File: config.mk
export PLATFORM = sky130hd
export DESIGN_NAME = report_byte_fifo
export DESIGN_NICKNAME = d
export VERILOG_FILES = /design/src/hw/sdram_test_pkg.sv /design/src/hw/report_byte_fifo.sv
export SDC_FILE = /design/constraint.sdc
export NUM_CORES = 1
export LEC_CHECK = 0
export ABC_AREA = 1
export BUFFER_PORTS_ARGS = -buffer_cell sky130_fd_sc_hd__buf_4
export CORE_AREA = 2 2 117 119
export DETAILED_ROUTE_END_ITERATION = 6
export DIE_AREA = 0 0 119 121
export GPL_ROUTABILITY_DRIVEN = 0
export GPL_TIMING_DRIVEN = 0
export PLACE_DENSITY = 0.77
export SLEW_MARGIN = 15
export SYNTH_ARGS = -nofsm -noshare
export SYNTH_HDL_FRONTEND = slang
export SYNTH_SLANG_ARGS = --single-unit
File: constraint.sdc
create_clock -name clk_133MHz_210 -period 3.1 [get_ports clk_133MHz_210]
set_clock_uncertainty 0.05 [all_clocks]
set_input_delay 0.62 -clock clk_133MHz_210 [delete_from_list [all_inputs] [get_ports clk_133MHz_210]]
set_output_delay 0.62 -clock clk_133MHz_210 [all_outputs]
set_load 0.05 [all_outputs]
File: src/hw/sdram_test_pkg.sv
package sdram_test_pkg;

    ////////////////////////////////////////////////////////////
    // SDRAM geometry.
    ////////////////////////////////////////////////////////////

    // One SDRAM data word.
    localparam int word_w = 16;

    // Bank 2 + row 13 + column 9.
    localparam int addr_w = 24;

    localparam int burst_len = 4;       // Words per burst.

    ////////////////////////////////////////////////////////////
    // Serial report.
    ////////////////////////////////////////////////////////////

    localparam int byte_w = 8;          // One UART payload byte.

    // Sent instead of the high byte of a bad word.
    localparam logic [byte_w-1:0] err_code_hi = 8'hEE;

    // Sent instead of the low byte of a bad word.
    localparam logic [byte_w-1:0] err_code_lo = 8'hFF;

    ////////////////////////////////////////////////////////////
    // Data word views.
    ////////////////////////////////////////////////////////////

    // Same 16 bits seen two ways.
    // The checker compares the whole word.
    // The report reads its two bytes from the same storage.
    typedef union packed {
        logic [word_w-1:0]            word;     // Full word for compare.
        logic [1:0][byte_w-1:0]       bytes;    // [1] high, [0] low.
    } sdram_word_u;

endpackage

File: src/hw/report_byte_fifo.sv
`timescale 1ns/1ps

module report_byte_fifo #(
    parameter int fifo_depth = 16               // Bytes held.
) (
    input  logic clk_133MHz_210,
    input  logic rst_n,
    input  logic push,
    input  logic [sdram_test_pkg::byte_w-1:0] push_byte,
    input  logic pop,
    output logic [sdram_test_pkg::byte_w-1:0] head_byte,
    output logic empty,
    output logic full
);

    localparam int ptr_w = (fifo_depth > 1) ? $clog2(fifo_depth) : 1;
    localparam logic [ptr_w:0] depth_cnt = fifo_depth[ptr_w:0];

    logic [sdram_test_pkg::byte_w-1:0] store [fifo_depth];     // Circular byte store.
    logic [ptr_w-1:0] wr_ptr;
    logic [ptr_w-1:0] rd_ptr;
    logic [ptr_w:0]   count;                    // Occupancy.
    logic             do_push;
    logic             do_pop;

    // Wrap at the last slot, any depth.
    function automatic logic [ptr_w-1:0] ptr_next(input logic [ptr_w-1:0] ptr);
        if (ptr == ptr_w'(fifo_depth - 1)) begin
            return '0;
        end
        return ptr + 1'b1;
    endfunction

    assign do_push = push && !full;
    assign do_pop  = pop && !empty;

    assign empty     = (count == '0);
    assign full      = (count == depth_cnt);
    assign head_byte = store[rd_ptr];           // Show-ahead read.

    ////////////////////////////////////////////////////////////
    // Storage.
    ////////////////////////////////////////////////////////////

    always_ff @(posedge clk_133MHz_210) begin
        if (do_push) begin
            store[wr_ptr] <= push_byte;
        end
    end

    ////////////////////////////////////////////////////////////
    // Pointers and count.
    ////////////////////////////////////////////////////////////

    always_ff @(posedge clk_133MHz_210 or negedge rst_n) begin
        if (!rst_n) begin
            wr_ptr <= '0;
            rd_ptr <= '0;
            count  <= '0;
        end else begin
            if (do_push) begin
                wr_ptr <= ptr_next(wr_ptr);
            end
            if (do_pop) begin
                rd_ptr <= ptr_next(rd_ptr);
            end
            case ({do_push, do_pop})
                2'b10:   count <= count + 1'b1;
                2'b01:   count <= count - 1'b1;
                default: count <= count;        // Both or neither.
            endcase
        end
    end

endmodule

==> flow_metrics.py <==
metrics = {
    "outcome": {
        "status": "finished, violations left",
        "violations": "DRC",
    },
    "placement": {
        "placed_cell_area_um2": 6823,
        "dp_hpwl_mm": 9.597,
        "io_buffers": 21,
    },
    "critical_path": {
        "path_cells": "buf_2, clkbuf_1, nand3_1, nand2_1, nand2_1, nand2_1, inv_1, nand2_1, buf_4",
        "path_buf_inv": 4,
        "end_kind": "output port",
        "r2r_start": "count[1]",
        "reg2reg_depth": 11,
        "required_ns": 2.43,
        "path_class": "flop to output port",
        "cp-start-kind": "flop",
        "path_delay_family": "buffers and inverters",
        "cp.arrival_ns": 2.21,
        "max_stage_delay_ns": 0.44,
        "cp_max_fo": 10,
        "r2r-end": "count[4]",
        "cp_slowest_cell": "clkbuf_1",
        "ff2ff_setup_slack_ns": 0.67,
        "path_common_cell": "nand2_1",
    },
    "finish": {
        "multi_input_area_um2": 1644,
        "diodes": 0,
        "syn_to_final_growth_pct": 15.43,
        "drive_above_1_share_pct": 10.08,
        "fin_util_pct": 56.86,
        "fillers": 1059,
        "nNetsFinal": 733,
        "stdcell_area_um2": 7440,
        "seqCellArea_um2": 4169,
    },
    "sta": {
        "rsz0062_at_grt": "no",
        "slew_headroom_pct": 43.99,
        "hold_violations": 0,
        "tns_ns": 0,
        "fmax_ghz": 0.3475,
        "period_share_pct": 92.82,
        "fin_crit_ns": 2.877,
        "finalSetupViolations": 0,
        "drv_slew": 0,
        "worst_pin_slew_ns": 0.8371,
    },
    "logic_synthesis": {
        "synthCells": 670,
        "seq_area_frac_synth_pct": 64.69,
        "synth.cell_area_um2": 6445,
        "ys_types": 22,
        "synth_nets": 692,
        "yosys_register_bits": 141,
        "syn_avg_cell_area_um2": 9.619,
        "yosysWarnings": 0,
    },
    "drt": {
        "vias": 4539,
        "ant_nets": 0,
        "dr.pass1.iters": 7,
        "via_per_inst": 5.043,
        "drt_wl_total_mm": 14.10,
        "drc": 1,
        "drt-wirelength-per-cell_um": 15.66,
        "first_iter_violations": 364,
    },
    "floorplan": {
        "die_area_um2": 14400,
        "io_pins": 22,
        "fp.dieH_um": 121,
        "rows": 42,
        "core_area_um2": 13090,
        "start_util_pct": 49.25,
        "die_x_um": 119,
    },
    "global_route": {
        "grt_pass1_wl_mm": 22.49,
        "gr-total-overflow": 0,
        "grt_usage_pct": 21.06,
        "antenna_found_initial": 0,
        "grt_pass1_vias": 4396,
        "grt_max_degree": 17,
    },
    "clocking": {
        "numCtsBuffers": 17,
        "cts_tree": "done",
        "insertion_delay_ns": 0.42,
        "clock_sinks": 141,
        "cts_max_path_buffers": 2,
        "path_clk_slew_ns": 0.06,
        "post_cts_buffers": 0,
        "htree_num_levels": 4,
        "clock-root-buffer": "clkbuf_16",
    },
    "hold_path": {
        "hold-path-endpoint": "rd_ptr[3]",
        "holdCritStartpoint": "rd_ptr[3]",
        "hold_class": "flop to flop",
        "hold_depth": 2,
    },
    "power_and_ir_drop": {
        "vdd_drop_max_uv": 486.5,
        "power_density_nw_per_um2": 960.2,
        "p_leak_nw": 3.402,
        "total_power_mw": 7.143,
    },
    "job": {
        "maxCapViolations": 0,
    },
}
[per-layer routing]
metal | global-route usage, % | wire (µm) | up-vias
met1 | 24.97 | 5807 | 2140
li1 | - | - | 2187
met2 | 34.73 | 6774 | 165
met5 | 0 | 0 | -
met3 | 6.203 | 926 | 47
met4 | 11.31 | 588 | 0
[cell usage after synthesis (all sizes together)]
| cell type | number | area share, % |
|---|---|---|
| fa | 1 | 0.31 |
| o21ai | 8 | 0.62 |
| xor2 | 2 | 0.27 |
| nor2 | 20 | 1.2 |
| a21oi | 1 | 0.078 |
| edfxtp | 128 | 60 |
| inv | 136 | 7.9 |
| nand4 | 2 | 0.19 |
| or2 | 1 | 0.097 |
| dfrtp | 13 | 5.0 |
| clkinv | 2 | 0.12 |
| ha | 9 | 1.7 |
| xnor2 | 4 | 0.54 |
| clkbuf | 7 | 0.41 |
| buf | 16 | 1.4 |
| nand2 | 230 | 13 |
| nand2b | 1 | 0.097 |
| nand3 | 89 | 6.9 |
[worst register-to-register path, stage by stage (launching register included)]
cell	delay, ns
dfrtp_1	0.42
nor2_1	0.17
nand4_1	0.14
nand2_1	0.23
inv_1	0.15
ha_1	0.30
ha_1	0.33
or2_2	0.29
nand3_1	0.08
nand2_1	0.05
nand2_1	0.05
nand2_1	0.05
[layout by cell type (no fill, tap or decap), drive strengths merged]
master,instances
nand2,230
inv,138
edfxtp,128
nand3,89
buf,37
clkbuf,25
nor2,20
dfrtp,13
ha,9
o21ai,8
clkinv,8
xnor2,4
bufinv,3
clkinvlp,3
nand4,2
xor2,2
a21oi,1
or2,1
nand2b,1
fa,1
dlygate4sd3,1
[state kept, by name, indices dropped and copies added, names as in the netlist]
signal and cells:
store 128, count 5, rd_ptr 4, wr_ptr 4
[where the power goes]
| group | leakage (nW) | total (mW) | internal (mW) | switching (mW) |
|---|---|---|---|---|
| Sequential | 1.32 | 2.42 | 2.31 | 0.112 |
| Clock | 0.292 | 2.05 | 1.28 | 0.769 |
| Combinational | 1.79 | 2.67 | 0.794 | 1.88 |
| Total | 3.40 | 7.14 | 4.38 | 2.76 |
[stage by stage]
stage,setup WS [ns],hold WS [ns],instances
2_1_floorplan,1.026,0.2744,670
3_3_place_gp,0.7248,0.4260,867
3_5_place_dp,0.7049,0.4325,867
4_1_cts,0.2570,0.4651,900
5_1_grt,0.1027,0.4975,900
6_report,0.2227,0.4666,900
[how the worst max path moves through the flow]
stage / slack, ns / startpoint / endpoint / depth (start not counted)
2_1_floorplan: 1.03 / rd_ptr[1] / head_byte[2] / 9
3_5_place_dp: 0.70 / rd_ptr[1] / head_byte[4] / 9
4_1_cts: 0.26 / rd_ptr[1] / head_byte[4] / 9
5_1_grt: 0.10 / rd_ptr[1] / head_byte[4] / 9
3_3_place_gp: 0.72 / rd_ptr[1] / head_byte[4] / 9
6_report: 0.22 / rd_ptr[1] / head_byte[4] / 9
[logic make-up after synthesis]
logic type,count (synthesis),synth area share [%]
AND/OR/NAND/NOR,343,21.94
flip-flops,141,64.69
XOR/XNOR,6,0.8154
adder cells (fa/ha/maj),10,2.058
buffers and inverters,161,9.804
AO/OA/AOI/OAI,9,0.6988
[repair_timing]
item,in CTS,in global routing
endpoints found under the hold margin,13,0
hold buffers,1,0
resized for setup,0,0
[area by class of cell]
class                           instances  share of cell area (%)
Sequential cell                       141                   56.04
Multi-Input combinational cell        368                   22.10
Inverter                              138                   6.963
Clock buffer                           18                   5.903
Tap cell                              176                   2.960
Clock inverter                         14                   2.254
Timing Repair Buffer                   22                   2.254
Buffer                                 23                   1.530
(Power assumes the default switching activity.)
